--- config.mk ---
export PLATFORM = sky130hd
export DESIGN_NAME = seq_pack_top
export DESIGN_NICKNAME = d
export VERILOG_FILES = /design/src/verilog/seq_pkg.sv /design/src/verilog/stream_pkg.sv /design/src/verilog/job_split.sv /design/src/verilog/seq_canon.sv /design/src/verilog/job_concat.sv /design/src/verilog/seq_pack_top.sv
export SDC_FILE = /design/constraint.sdc
export NUM_CORES = 1
export LEC_CHECK = 0
export ABC_AREA = 1
export BUFFER_PORTS_ARGS = -buffer_cell sky130_fd_sc_hd__buf_2
export CORE_MARGIN = 8
export CORE_UTILIZATION = 55
export DETAILED_ROUTE_END_ITERATION = 8
export HOLD_SLACK_MARGIN = 0.03
export PLACE_DENSITY = 0.8
export SLEW_MARGIN = 10
export SYNTH_ARGS = -nofsm -noshare
export SYNTH_HDL_FRONTEND = slang
export SYNTH_SLANG_ARGS = --single-unit
export TNS_END_PERCENT = 100
--- constraint.sdc ---
create_clock -name clk -period 20.1 [get_ports clk]
set_input_delay 2.01 -clock clk [delete_from_list [all_inputs] [get_ports clk]]
set_output_delay 2.01 -clock clk [all_outputs]
set_load 0.1 [all_outputs]
--- src/verilog/seq_pkg.sv ---
package seq_pkg;

    // ******************************
    // Word geometry
    // ******************************
    localparam int SEQ_W         = 64;
    localparam int BASES_PER_SEQ = 31;

    // The complement of a base is its bitwise inverse.
    typedef enum logic [1:0] {
        BASE_A = 2'd0,
        BASE_C = 2'd1,
        BASE_G = 2'd2,
        BASE_T = 2'd3
    } base_t;

    // ******************************
    // Two views of one word
    // ******************************
    typedef struct packed {
        logic [2*BASES_PER_SEQ-1:0] payload;  // Bases, raw bits.
        logic                       strand;   // 1 = reverse strand.
        logic                       valid;    // Bit 0.
    } seq_fields_t;

    typedef struct packed {
        base_t [BASES_PER_SEQ-1:0] base;
        logic                      strand;
        logic                      valid;
    } seq_bases_t;

    typedef union packed {
        seq_fields_t fields;
        seq_bases_t  bases;
    } seq_word_u;

endpackage

--- src/verilog/stream_pkg.sv ---
package stream_pkg;

    // ******************************
    // Job quad shape
    // ******************************

    // Lanes per job quad; lane 0 sits in the low word of a quad bus.
    localparam int QUAD_LANES_DEFAULT = 4;

endpackage

--- src/verilog/job_split.sv ---
`timescale 1ns/1ps

module job_split #(
    parameter int LANES = 4
) (
    input  logic                              clk,
    input  logic                              rst_n,

    input  logic                              in_valid,
    input  logic                              in_end_of_job,
    input  seq_pkg::seq_word_u [LANES-1:0]    in_seq_quad,
    output logic                              in_ready,

    output logic                              split_valid,
    output logic                              split_end_of_job,
    output seq_pkg::seq_word_u                split_seq,
    input  logic                              split_ready
);
    import seq_pkg::*;

    localparam int LANE_W = $clog2(LANES);

    seq_word_u [LANES-1:0] quad_q;
    logic                  eoj_q;
    logic [LANES-1:0]      pending;       // Lanes still to be sent.
    logic [LANES-1:0]      pending_rest;
    logic [LANES-1:0]      lane_valid;
    logic [LANE_W-1:0]     lane_sel;

    always_comb begin
        for (int i = 0; i < LANES; i++) begin
            lane_valid[i] = in_seq_quad[i].fields.valid;
        end
    end

    // Lowest pending lane wins.
    always_comb begin
        lane_sel = '0;
        for (int i = LANES - 1; i >= 0; i--) begin
            if (pending[i]) begin
                lane_sel = LANE_W'(i);
            end
        end
    end

    assign pending_rest = pending & (pending - 1'b1);  // Drops the lowest set bit.

    assign in_ready         = (pending == '0);
    assign split_valid      = |pending;
    assign split_seq        = quad_q[lane_sel];
    assign split_end_of_job = eoj_q && (pending_rest == '0);

    // ******************************
    // Lane bookkeeping
    // ******************************
    always_ff @(posedge clk) begin
        if (!rst_n) begin
            pending <= '0;
            eoj_q   <= 1'b0;
        end else if (in_valid && in_ready) begin
            pending <= lane_valid;
            eoj_q   <= in_end_of_job;
        end else if (split_valid && split_ready) begin
            pending <= pending_rest;
        end
    end

    always_ff @(posedge clk) begin
        if (in_valid && in_ready) begin
            quad_q <= in_seq_quad;
        end
    end

endmodule

--- src/verilog/seq_canon.sv ---
`timescale 1ns/1ps

module seq_canon (
    input  logic               clk,
    input  logic               rst_n,

    input  logic               split_valid,
    input  logic               split_end_of_job,
    input  seq_pkg::seq_word_u split_seq,
    output logic               split_ready,

    output logic               canon_valid,
    output logic               canon_end_of_job,
    output seq_pkg::seq_word_u canon_seq,
    input  logic               canon_ready
);
    import seq_pkg::*;

    seq_word_u canon_d;

    // ******************************
    // Reverse complement
    // ******************************
    always_comb begin
        canon_d = split_seq;
        if (split_seq.bases.strand) begin
            for (int i = 0; i < BASES_PER_SEQ; i++) begin
                canon_d.bases.base[i] = base_t'(~split_seq.bases.base[BASES_PER_SEQ-1-i]);
            end
            canon_d.bases.strand = 1'b0;  // Now forward.
        end
    end

    // Register frees up when empty or drained this cycle.
    assign split_ready = !canon_valid || canon_ready;

    always_ff @(posedge clk) begin
        if (!rst_n) begin
            canon_valid <= 1'b0;
        end else if (split_ready) begin
            canon_valid <= split_valid;
        end
    end

    always_ff @(posedge clk) begin
        if (split_valid && split_ready) begin
            canon_seq        <= canon_d;
            canon_end_of_job <= split_end_of_job;
        end
    end

endmodule

--- src/verilog/job_concat.sv ---
`timescale 1ns/1ps

module job_concat #(
    parameter int LANES = 4
) (
    input  logic                           clk,
    input  logic                           rst_n,

    input  logic                           canon_valid,
    input  logic                           canon_end_of_job,
    input  seq_pkg::seq_word_u             canon_seq,
    output logic                           canon_ready,

    output logic                           out_valid,
    output logic                           out_end_of_job,
    output seq_pkg::seq_word_u [LANES-1:0] out_seq_quad,
    input  logic                           out_ready
);
    import seq_pkg::*;

    localparam int CNT_W = $clog2(LANES);

    typedef enum logic {
        ST_COLLECT = 1'b0,
        ST_OUTPUT  = 1'b1
    } state_t;

    state_t                   state;
    logic [CNT_W-1:0]         lane_cnt;
    logic [LANES*SEQ_W-1:0]   quad_q;  // Unused lanes stay zero.
    logic                     last_lane;

    assign last_lane    = (lane_cnt == CNT_W'(LANES - 1));
    assign canon_ready  = (state == ST_COLLECT);
    assign out_valid    = (state == ST_OUTPUT);
    assign out_seq_quad = quad_q;

    // ******************************
    // Collect / output FSM
    // ******************************
    always_ff @(posedge clk) begin
        if (!rst_n) begin
            state          <= ST_COLLECT;
            lane_cnt       <= '0;
            quad_q         <= '0;
            out_end_of_job <= 1'b0;
        end else begin
            case (state)
                ST_COLLECT: begin
                    if (canon_valid) begin
                        quad_q[lane_cnt*SEQ_W +: SEQ_W] <= canon_seq;
                        lane_cnt       <= lane_cnt + 1'b1;
                        out_end_of_job <= canon_end_of_job;
                        if (last_lane || canon_end_of_job) begin
                            state <= ST_OUTPUT;  // Full quad or flush.
                        end
                    end
                end
                ST_OUTPUT: begin
                    if (out_ready) begin
                        quad_q   <= '0;
                        lane_cnt <= '0;
                        state    <= ST_COLLECT;
                    end
                end
                default: state <= ST_COLLECT;
            endcase
        end
    end

endmodule

--- src/verilog/seq_pack_top.sv ---
`timescale 1ns/1ps

module seq_pack_top #(
    parameter int LANES = stream_pkg::QUAD_LANES_DEFAULT
) (
    input  logic                           clk,
    input  logic                           rst_n,

    input  logic                           in_valid,
    input  logic                           in_end_of_job,
    input  seq_pkg::seq_word_u [LANES-1:0] in_seq_quad,
    output logic                           in_ready,

    output logic                           out_valid,
    output logic                           out_end_of_job,
    output seq_pkg::seq_word_u [LANES-1:0] out_seq_quad,
    input  logic                           out_ready
);
    import seq_pkg::*;

    logic      split_valid;
    logic      split_end_of_job;
    seq_word_u split_seq;
    logic      split_ready;

    logic      canon_valid;
    logic      canon_end_of_job;
    seq_word_u canon_seq;
    logic      canon_ready;

    // ******************************
    // Split -> canon -> concat
    // ******************************
    job_split #(
        .LANES(LANES)
    ) job_split_i (
        .clk              (clk),
        .rst_n            (rst_n),
        .in_valid         (in_valid),
        .in_end_of_job    (in_end_of_job),
        .in_seq_quad      (in_seq_quad),
        .in_ready         (in_ready),
        .split_valid      (split_valid),
        .split_end_of_job (split_end_of_job),
        .split_seq        (split_seq),
        .split_ready      (split_ready)
    );

    seq_canon seq_canon_i (
        .clk              (clk),
        .rst_n            (rst_n),
        .split_valid      (split_valid),
        .split_end_of_job (split_end_of_job),
        .split_seq        (split_seq),
        .split_ready      (split_ready),
        .canon_valid      (canon_valid),
        .canon_end_of_job (canon_end_of_job),
        .canon_seq        (canon_seq),
        .canon_ready      (canon_ready)
    );

    job_concat #(
        .LANES(LANES)
    ) job_concat_i (
        .clk              (clk),
        .rst_n            (rst_n),
        .canon_valid      (canon_valid),
        .canon_end_of_job (canon_end_of_job),
        .canon_seq        (canon_seq),
        .canon_ready      (canon_ready),
        .out_valid        (out_valid),
        .out_end_of_job   (out_end_of_job),
        .out_seq_quad     (out_seq_quad),
        .out_ready        (out_ready)
    );

endmodule

==> results of run 1 <==
-- final cells by class --
type,instances,area [um^2]
Tap cell,615,769
Multi-Input combinational cell,1961,8940
Clock buffer,85,1740
Fill cell,3915,17000
Inverter,336,1270
Antenna cell,11,27.5
Sequential cell,582,14900
Clock inverter,21,206
Timing Repair Buffer,540,2780
-- layout by cell type, fill, tap and decap left out, drive strengths merged --
cell	synthesis	final
nand2	833	833
nand3	570	570
buf	193	540
inv	335	338
edfxtp	320	320
dfxtp	262	262
a21oi	259	259
o21ai	138	138
clkbuf	52	85
nor2	80	80
nand4	64	64
clkinv	1	14
diode	0	11
ha	5	5
conb	1	4
bufinv	0	4
or2	3	3
nor3	2	2
o211ai	1	1
a211oi	1	1
a21boi	1	1
clkinvlp	0	1
-- power by group --
| part | switching (mW) | internal, mW | total [mW] |
|---|---|---|---|
| Sequential | 0.110 | 1.42 | 1.53 |
| Combinational | 0.654 | 0.185 | 0.840 |
| Clock | 0.451 | 0.647 | 1.10 |
| Total | 1.22 | 2.26 | 3.47 |
-- per-layer routing --
metal	vias up	global-route usage	part of all wire
met5	-	0	0
met4	0	0.0965	0.030
li1	11045	-	-
met3	135	0.0537	0.10
met1	10630	0.393	0.43
met2	1290	0.405	0.44
-- worst max-delay path: cells and delay by family --
family          cells  cell delay, ps
simple gates        3            1200
buf+inv             3             940
compound gates      2             390
-- registers in the layout, indices dropped and copies added (netlist names) --
name / flops
job_split_i.quad_q: 256
job_concat_i.out_seq_quad: 252
seq_canon_i.canon_seq: 63
job_split_i.pending: 4
job_concat_i.lane_cnt: 2
job_concat_i.out_end_of_job: 1
job_concat_i.out_valid: 1
job_split_i.eoj_q: 1
seq_canon_i.canon_end_of_job: 1
seq_canon_i.canon_valid: 1
-- cell families (layout without fill, tap and decap cells) --
logic type | after synthesis | after routing | share of synthesized area
compound gates | 400 | 400 | 0.0769
fa+ha+maj | 5 | 5 | 0.00237
buf+inv | 581 | 982 | 0.101
flops | 582 | 582 | 0.563
simple gates | 1552 | 1552 | 0.257
other cells | 1 | 15 | 0.000142
-- worst min path at each step --
stage                                                           start                                          end  slack [ps]  cells past startpoint
after floorplan                 job_concat_i.lane_cnt[1]$_SDFFE_PN0P_        job_concat_i.lane_cnt[1]$_SDFFE_PN0P_         470                      2
after global placement    job_concat_i.out_seq_quad[165]$_SDFFE_PN0P_  job_concat_i.out_seq_quad[165]$_SDFFE_PN0P_         450                      2
final                     job_concat_i.out_seq_quad[162]$_SDFFE_PN0P_  job_concat_i.out_seq_quad[162]$_SDFFE_PN0P_         460                      2
after global routing       job_concat_i.out_seq_quad[68]$_SDFFE_PN0P_   job_concat_i.out_seq_quad[68]$_SDFFE_PN0P_         480                      2
after CTS                 job_concat_i.out_seq_quad[162]$_SDFFE_PN0P_  job_concat_i.out_seq_quad[162]$_SDFFE_PN0P_         460                      2
after detailed placement  job_concat_i.out_seq_quad[162]$_SDFFE_PN0P_  job_concat_i.out_seq_quad[162]$_SDFFE_PN0P_         450                      2
-- stage by stage --
stage | total power, mW | hold WS [ps] | cell area [um^2] | std cells
finish | 3.47 | 459 | 30600 | 4151
floorplan | 2.19 | 472 | 26400 | 3124
global placement | 2.37 | 446 | 28600 | 4034
global route | 3.61 | 477 | 30600 | 4151
CTS | 3.47 | 461 | 30600 | 4140
detailed placement | 2.38 | 451 | 28600 | 4034
==> flow_summary.rst, run 1 <==
.. list-table::
   :header-rows: 1

   * - Metric
     - Value
   * - Mapped cell area
     - 0.0264 mm^2
   * - Final core utilization
     - 0.643
   * - Mapped Avg Cell Area
     - 8.45 um^2
   * - Post-synth EDFFs
     - 320
   * - Area delta synth->final
     - 16.0%
   * - Worst supply voltage drop on vdd
     - 0.0762 mV
   * - Class of the tightest hold or removal check
     - reg -> reg
   * - All-layer global routing usage
     - 0.272
   * - Final hold vios
     - 0
   * - TritonCTS clock tree
     - yes
   * - Power Dens Cells
     - 113 mW/mm^2
   * - Number of buffer cells added on primary ports
     - 515
   * - Via count of the routed design
     - 23100
   * - Reg-to-reg critical path startpoint
     - job_split_i.pending[2]$_SDFFE_PN0P_
   * - Critical Path Fanout Max
     - 94
   * - Async set or reset register ratio after synthesis
     - 0
   * - Slowest stage cell, crit path
     - buf_4
   * - Initial DRC count
     - 3240
   * - Worst Setup EP
     - job_concat_i.out_seq_quad[38]$_SDFFE_PN0P_
   * - Total half-perimeter wirelength after legalization and detailed placement
     - 53.2 mm
   * - Max Slew Vio Count
     - 0
   * - Cell chosen for the clock root
     - clkbuf_16
   * - Grt total ovfl
     - 0
   * - Most numerous cell in the Yosys netlist
     - nand2_1
   * - Total I/O pin count
     - 520
   * - Clock slew seen by the registers of the worst setup and hold paths
     - 70 ps
   * - Initial core utilization
     - 0.555
   * - Maximum Capacitance Violations
     - 0
   * - Crit Path Category
     - in -> reg
   * - H-tree depth reported by CTS
     - 2
   * - Clock buffer depth
     - 3
   * - Critical path launch point type
     - input port
   * - Number of buffers inserted to repair setup after CTS
     - 0
   * - Routability Congestion
     - 0.882
   * - Flip-flop cell with the highest count after synthesis
     - edfxtp_1
   * - Post-synthesis cell type count
     - 31
   * - List of most frequent post-synthesis cells
     - 827 x nand2_1, 570 x nand3_1, 329 x inv_1, 320 x edfxtp_1, 262 x dfxtp_1
   * - Worst setup path startpoint
     - out_ready
   * - Final worst-path cycle share
     - 0.206
   * - Crit path required time
     - 20620 ps
   * - Ranking of synthesized cells by area
     - edfxtp_1 36%, dfxtp_1 20%, nand2_1 12%
   * - Later-pin clock latency in the skew report
     - 600 ps
   * - Worst flop-to-flop path endpoint
     - seq_canon_i.canon_seq[26]$_DFFE_PP_
   * - Number of standard cells after synthesis
     - 3121
   * - Worst slack at placement
     - 15440 ps
   * - Remaining antenna violation count after routing
     - 0
   * - R2R setup slack
     - 16340 ps
   * - Pin count of the biggest net entering global routing
     - 192
   * - Via count normalized by instance count
     - 5.56
   * - Final min period
     - 4150 ps
   * - Cell row count
     - 80
   * - Delay contributed by the slowest stage of the critical path
     - 730 ps
   * - Worst Setup Slack, final
     - 15950 ps
   * - Status
     - complete, no violations
   * - Rel. slew slack
     - 0.247
   * - Worst r2r path cells
     - 10
   * - Number of clock buffers inserted by TritonCTS
     - 58
   * - Static Leak
     - 14.6 nW
   * - Clk_skew
     - 13.9 ps
   * - Sequential element share of the synthesized area
     - 0.563
   * - Global-route wire length before repair
     - 122 mm
   * - Clock tree sinks
     - 582
   * - Final setup TNS
     - 0 ps
   * - Drt first pass iters
     - 5
   * - # resized after CTS
     - 0
   * - Wire length reported by the detailed router
     - 78.5 mm
   * - Initial antenna violation count
     - 11
   * - DRC errors left
     - 0
   * - Die outline width
     - 235 um
   * - Placeable Area
     - 0.0475 mm^2
   * - CP arrival
     - 4660 ps
   * - Count of nets after finishing
     - 3745
   * - Unrepaired setup endpoints after global routing
     - no
   * - # hold bufs at CTS
     - 0
   * - Transition time at the pin with the least slew margin
     - 1130 ps
   * - Die outline height
     - 235 um
   * - Max Clock Freq
     - 241 MHz
   * - DIE AREA
     - 0.0552 mm^2
   * - Cell taking the most area after synthesis
     - edfxtp_1
   * - Number of global-route vias before repair
     - 21239
   * - Warning count from the yosys run
     - 0
   * - Worst setup EP type
     - flip-flop
   * - Setup violations, final
     - 0
   * - Portion of synthesized cell area occupied by the leading cell type
     - 0.364
   * - DR WL/cell
     - 18.9 um
   * - Share of post-route cells with drive strength above 1
     - 0.187
   * - Series of cell instances along the critical path
     - buf_2 > nand2_1 > nand2_4 > inv_2 > nor2_4 > buf_4 > o21ai_0 > a21oi_1
   * - Flip-flop and latch count after synthesis
     - 582
Power figures use the tool's default switching activity.
==> run 2, diff against run 1 <==
--- a/config.mk
+++ b/config.mk
@@ -5,10 +5,10 @@
 export SDC_FILE = /design/constraint.sdc
 export NUM_CORES = 1
 export LEC_CHECK = 0
-export ABC_AREA = 1
+export ABC_AREA = 0
 export BUFFER_PORTS_ARGS = -buffer_cell sky130_fd_sc_hd__buf_2
 export CORE_MARGIN = 8
-export CORE_UTILIZATION = 55
+export CORE_UTILIZATION = 54
 export DETAILED_ROUTE_END_ITERATION = 8
 export HOLD_SLACK_MARGIN = 0.03
 export PLACE_DENSITY = 0.8
==> constraint.sdc (replaced) <==
create_clock -name clk -period 4.2 [get_ports clk]
set_input_delay 0.42 -clock clk [delete_from_list [all_inputs] [get_ports clk]]
set_output_delay 0.42 -clock clk [all_outputs]
set_load 0.1 [all_outputs]
==> run 2 against run 1 <==
First-iteration DRC count shrank 29%. Sequential share of layout area grew 1.1 points. Clock power grew to 4.8 times the previous value. Combinational power grew 130%. Sequential power grew to 4.4 times the previous value. Setup slack lost 15000 ps. Routed wire length shrank 1.6%. Global-route usage grew 3.4 points. Final area shrank 2.2%. Utilization grew 8.8 points. Largest cell class unchanged. Highest routed layer unchanged.
==> flow_summary.rst, run 2 <==
.. list-table::
   :header-rows: 1

   * - Metric
     - Value
   * - Mapped cell area
     - 0.0225 mm^2 (-15%)
   * - Transition time at the pin with the least slew margin
     - 1240 ps (+110 ps)
   * - Top layer in use
     - met4
   * - Remaining antenna violation count after routing
     - 0 (unchanged)
   * - Grt total ovfl
     - 0 (unchanged)
   * - Placed cell count
     - 2665 (-34%)
   * - Number of global-route vias before repair
     - 17903 (-16%)
   * - R2R setup slack
     - 1110 ps (-15230 ps)
   * - Worst Setup EP
     - job_concat_i.out_seq_quad[219]$_SDFFE_PN0P_
   * - Routability Congestion
     - 0.886 (+0.54%)
   * - Power Dens Cells
     - 470 mW/mm^2 (+310%)
   * - Number of buffer cells added on primary ports
     - 515 (unchanged)
   * - Reg-to-reg critical path startpoint
     - job_concat_i.lane_cnt[0]$_SDFFE_PN0P_
   * - Largest reg by FF count
     - job_split_i.quad_q
   * - Initial antenna violation count
     - 9 (-2)
   * - Async set or reset register ratio after synthesis
     - 0 (unchanged)
   * - DRC errors left
     - 0 (unchanged)
   * - Die outline width
     - 220 um (-6.4%)
   * - Sequential element share of the synthesized area
     - 0.661 (+0.0980)
   * - Cell row count
     - 74 (-7.5%)
   * - Worst supply voltage drop on vdd
     - 0.383 mV (+400%)
   * - Pin count of the biggest net entering global routing
     - 170 (-11%)
   * - Status
     - complete, no violations
   * - Via count of the routed design
     - 17878 (-23%)
   * - Rel. slew slack
     - 0.172 (-0.0750)
   * - Global-route wire length before repair
     - 112 mm (-7.9%)
   * - Number of standard cells after synthesis
     - 1732 (-45%)
   * - Total half-perimeter wirelength after legalization and detailed placement
     - 45.8 mm (-14%)
   * - # resized after CTS
     - 0 (unchanged)
   * - Maximum Capacitance Violations
     - 0 (unchanged)
   * - List of most frequent post-synthesis cells
     - 320 x edfxtp_1, 262 x dfxtp_1, 259 x nor2b_1, 191 x a22oi_1, 77 x clkbuf_1
   * - TritonCTS clock tree
     - yes
   * - Clock tree sinks
     - 582 (unchanged)
   * - All-layer global routing usage
     - 0.306 (+0.0336)
   * - Max Slew Vio Count
     - 0 (unchanged)
   * - Worst Setup Slack, final
     - 1110 ps (-14850 ps)
   * - Worst flop-to-flop path endpoint
     - job_concat_i.out_seq_quad[219]$_SDFFE_PN0P_
   * - Cell chosen for the clock root
     - clkbuf_16
   * - Worst setup path startpoint
     - job_concat_i.lane_cnt[0]$_SDFFE_PN0P_
   * - DR WL/cell
     - 25.4 um (+34%)
   * - Sum of internal, switching and leakage power
     - 14.0 mW (+300%)
   * - Static Leak
     - 11.7 nW (-19%)
   * - Mapped Avg Cell Area
     - 13.0 um^2 (+53%)
   * - Max Clock Freq
     - 323 MHz
   * - Critical path launch point type
     - flip-flop
   * - Final standard cell area without fillers
     - 0.0299 mm^2 (-2.2%)
   * - Portion of synthesized cell area occupied by the leading cell type
     - 0.428 (+0.0634)
   * - Final core utilization
     - 0.731 (+0.0875)
   * - Share of post-route cells with drive strength above 1
     - 0.285 (+0.0986)
   * - CP arrival
     - 3630 ps (-1030 ps)
   * - Initial DRC count
     - 2314 (-29%)
   * - Warning count from the yosys run
     - 0 (unchanged)
   * - Drt first pass iters
     - 5 (unchanged)
   * - Crit Path Category
     - reg -> reg
   * - Critical Path Fanout Max
     - 41 (-56%)
   * - Cell taking the most area after synthesis
     - edfxtp_1
   * - Class of the tightest hold or removal check
     - in -> reg
   * - DIE AREA
     - 0.0484 mm^2 (-12%)
   * - Clk_skew
     - 29.2 ps (+15.3 ps)
   * - Area delta synth->final
     - 33.1%
   * - Worst slack at placement
     - 1130 ps (-14320 ps)
   * - Most frequent standard cell in the layout excluding fill and tap cells
     - buf_2
   * - Flip-flop cell with the highest count after synthesis
     - edfxtp_1
   * - Largest register FFs
     - 256 (unchanged)
   * - Met2 wirelength from detailed routing
     - 36.5 mm (+5.9%)
   * - Unrepaired setup endpoints after global routing
     - no
   * - Leading cell types in the layout, fill and taps excluded
     - 514 x buf_2, 320 x edfxtp_1, 260 x dfxtp_1
   * - Worst r2r path cells
     - 7 (-3)
   * - Number of clock buffers inserted by TritonCTS
     - 58 (unchanged)
   * - Final worst-path cycle share
     - 0.737
   * - Worst setup EP type
     - flip-flop
   * - Final hold vios
     - 0 (unchanged)
   * - Via count normalized by instance count
     - 5.88 (+5.6%)
   * - Placeable Area
     - 0.0409 mm^2 (-14%)
   * - Total routed wire length on the met1 layer
     - 29.6 mm (-12%)
   * - Ranking of synthesized cells by area
     - edfxtp_1 43%, dfxtp_1 23%, nor2b_1 7.2%
   * - Flip-flop and latch count after synthesis
     - 582 (unchanged)
   * - Hold slack final
     - 98.3 ps (-361 ps)
   * - Later-pin clock latency in the skew report
     - 620 ps (+20 ps)
   * - Final min period
     - 3090 ps
   * - Most numerous cell in the Yosys netlist
     - edfxtp_1
   * - Wire length reported by the detailed router
     - 77.3 mm (-1.6%)
   * - Crit path required time
     - 4730 ps (-15890 ps)
   * - Setup violations, final
     - 0 (unchanged)
   * - Clock buffer depth
     - 3 (unchanged)
   * - Total length of routed met3 wires
     - 7.66 mm (-3.9%)
   * - Die outline height
     - 220 um (-6.4%)
   * - Clock slew seen by the registers of the worst setup and hold paths
     - 60 ps (about the same)
   * - Post-synth EDFFs
     - 320 (unchanged)
   * - Non-Filler Instances
     - 3041 (-27%)
   * - Final setup TNS
     - 0 ps (unchanged)
   * - Post-synthesis cell type count
     - 40 (+29%)
   * - Placed Instance Area
     - 0.0254 mm^2 (-11%)
   * - Count of nets after finishing
     - 2715 (-28%)
   * - H-tree depth reported by CTS
     - 2 (unchanged)
   * - Total I/O pin count
     - 520 (unchanged)
   * - Initial core utilization
     - 0.549 (-0.00581)
[run 2: cell types whose count changed after synthesis, moves of 44 or more]
cell and change:
nand3_1 -570, o21ai_0 -44, nand2_1 -758, inv_1 -328, nand4_1 -64, nor3b_1 +63, buf_2 -97, a22oi_1 +191
and2_1 +64, o21a_1 +64, nor2b_1 +259, a21oi_1 -255
[run 2: worst min path at each step]
| stage | from | cells after the start | end |
|---|---|---|---|
| 4_1_cts | in_seq_quad[114] | 1 | job_split_i.quad_q[114]$_DFFE_PP_ |
| 2_1_floorplan | job_concat_i.lane_cnt[1]$_SDFFE_PN0P_ | 2 | job_concat_i.lane_cnt[1]$_SDFFE_PN0P_ |
| 5_1_grt | in_end_of_job | 3 | job_split_i.eoj_q$_SDFFE_PN0P_ |
| 3_5_place_dp | job_concat_i.out_seq_quad[145]$_SDFFE_PN0P_ | 2 | job_concat_i.out_seq_quad[145]$_SDFFE_PN0P_ |
| 3_3_place_gp | job_concat_i.out_seq_quad[176]$_SDFFE_PN0P_ | 2 | job_concat_i.out_seq_quad[176]$_SDFFE_PN0P_ |
| 6_report | in_end_of_job | 3 | job_split_i.eoj_q$_SDFFE_PN0P_ |
[run 2: layout make-up]
cell class                 instances  area [um^2]
antenna                           10         25.0
clock inverter                    34          338
timing repair buffer             798         5420
multi-input combinational       1007         7000
inverter                           2         7.51
tap                              532          666
sequential                       582        14900
fill                            2500        11000
clock buffer                      76         1590
[run 2: kinds of logic (layout without fill, tap and decap cells)]
kind of cell / Yosys count / in the layout / share of synthesized area
DFF: 582 / 582 / 0.661
and+or+nand+nor: 534 / 534 / 0.140
AOI/OAI and AO/OA: 399 / 399 / 0.133
buffers and inverters: 146 / 910 / 0.0321
muxes: 63 / 63 / 0.0303
adders and majority gates: 5 / 5 / 0.00278
xor gates and xnor gates: 2 / 2 / 0.000780
other: 1 / 14 / 0.000167
[run 2: repair_timing]
action                                 in CTS  in global routing
buffers inserted                            0                  0
endpoints found under the hold margin     255                  1
hold buffers                              255                  1
[run 2: worst max-delay path, stage by stage, from the launching register on]
cell and delay [ps]:
dfxtp_1 540, inv_2 140, ha_1 410, nor4b_1 350, o211a_2 900, buf_4 410
a22oi_1 120, nor2b_1 130
[run 2: power by group]
part | switching (mW) | leakage [nW] | internal [mW]
combinational | 1.26 | 5.61 | 0.690
clock | 2.26 | 0.961 | 3.04
sequential | 0.316 | 5.16 | 6.48
[run 2: per-layer routing]
layer  GRT usage  vias to the layer above
met5           0                        -
met4       0.142                        0
met3      0.0602                      226
met2       0.489                     1250
met1       0.400                     8623
li1            -                     7779
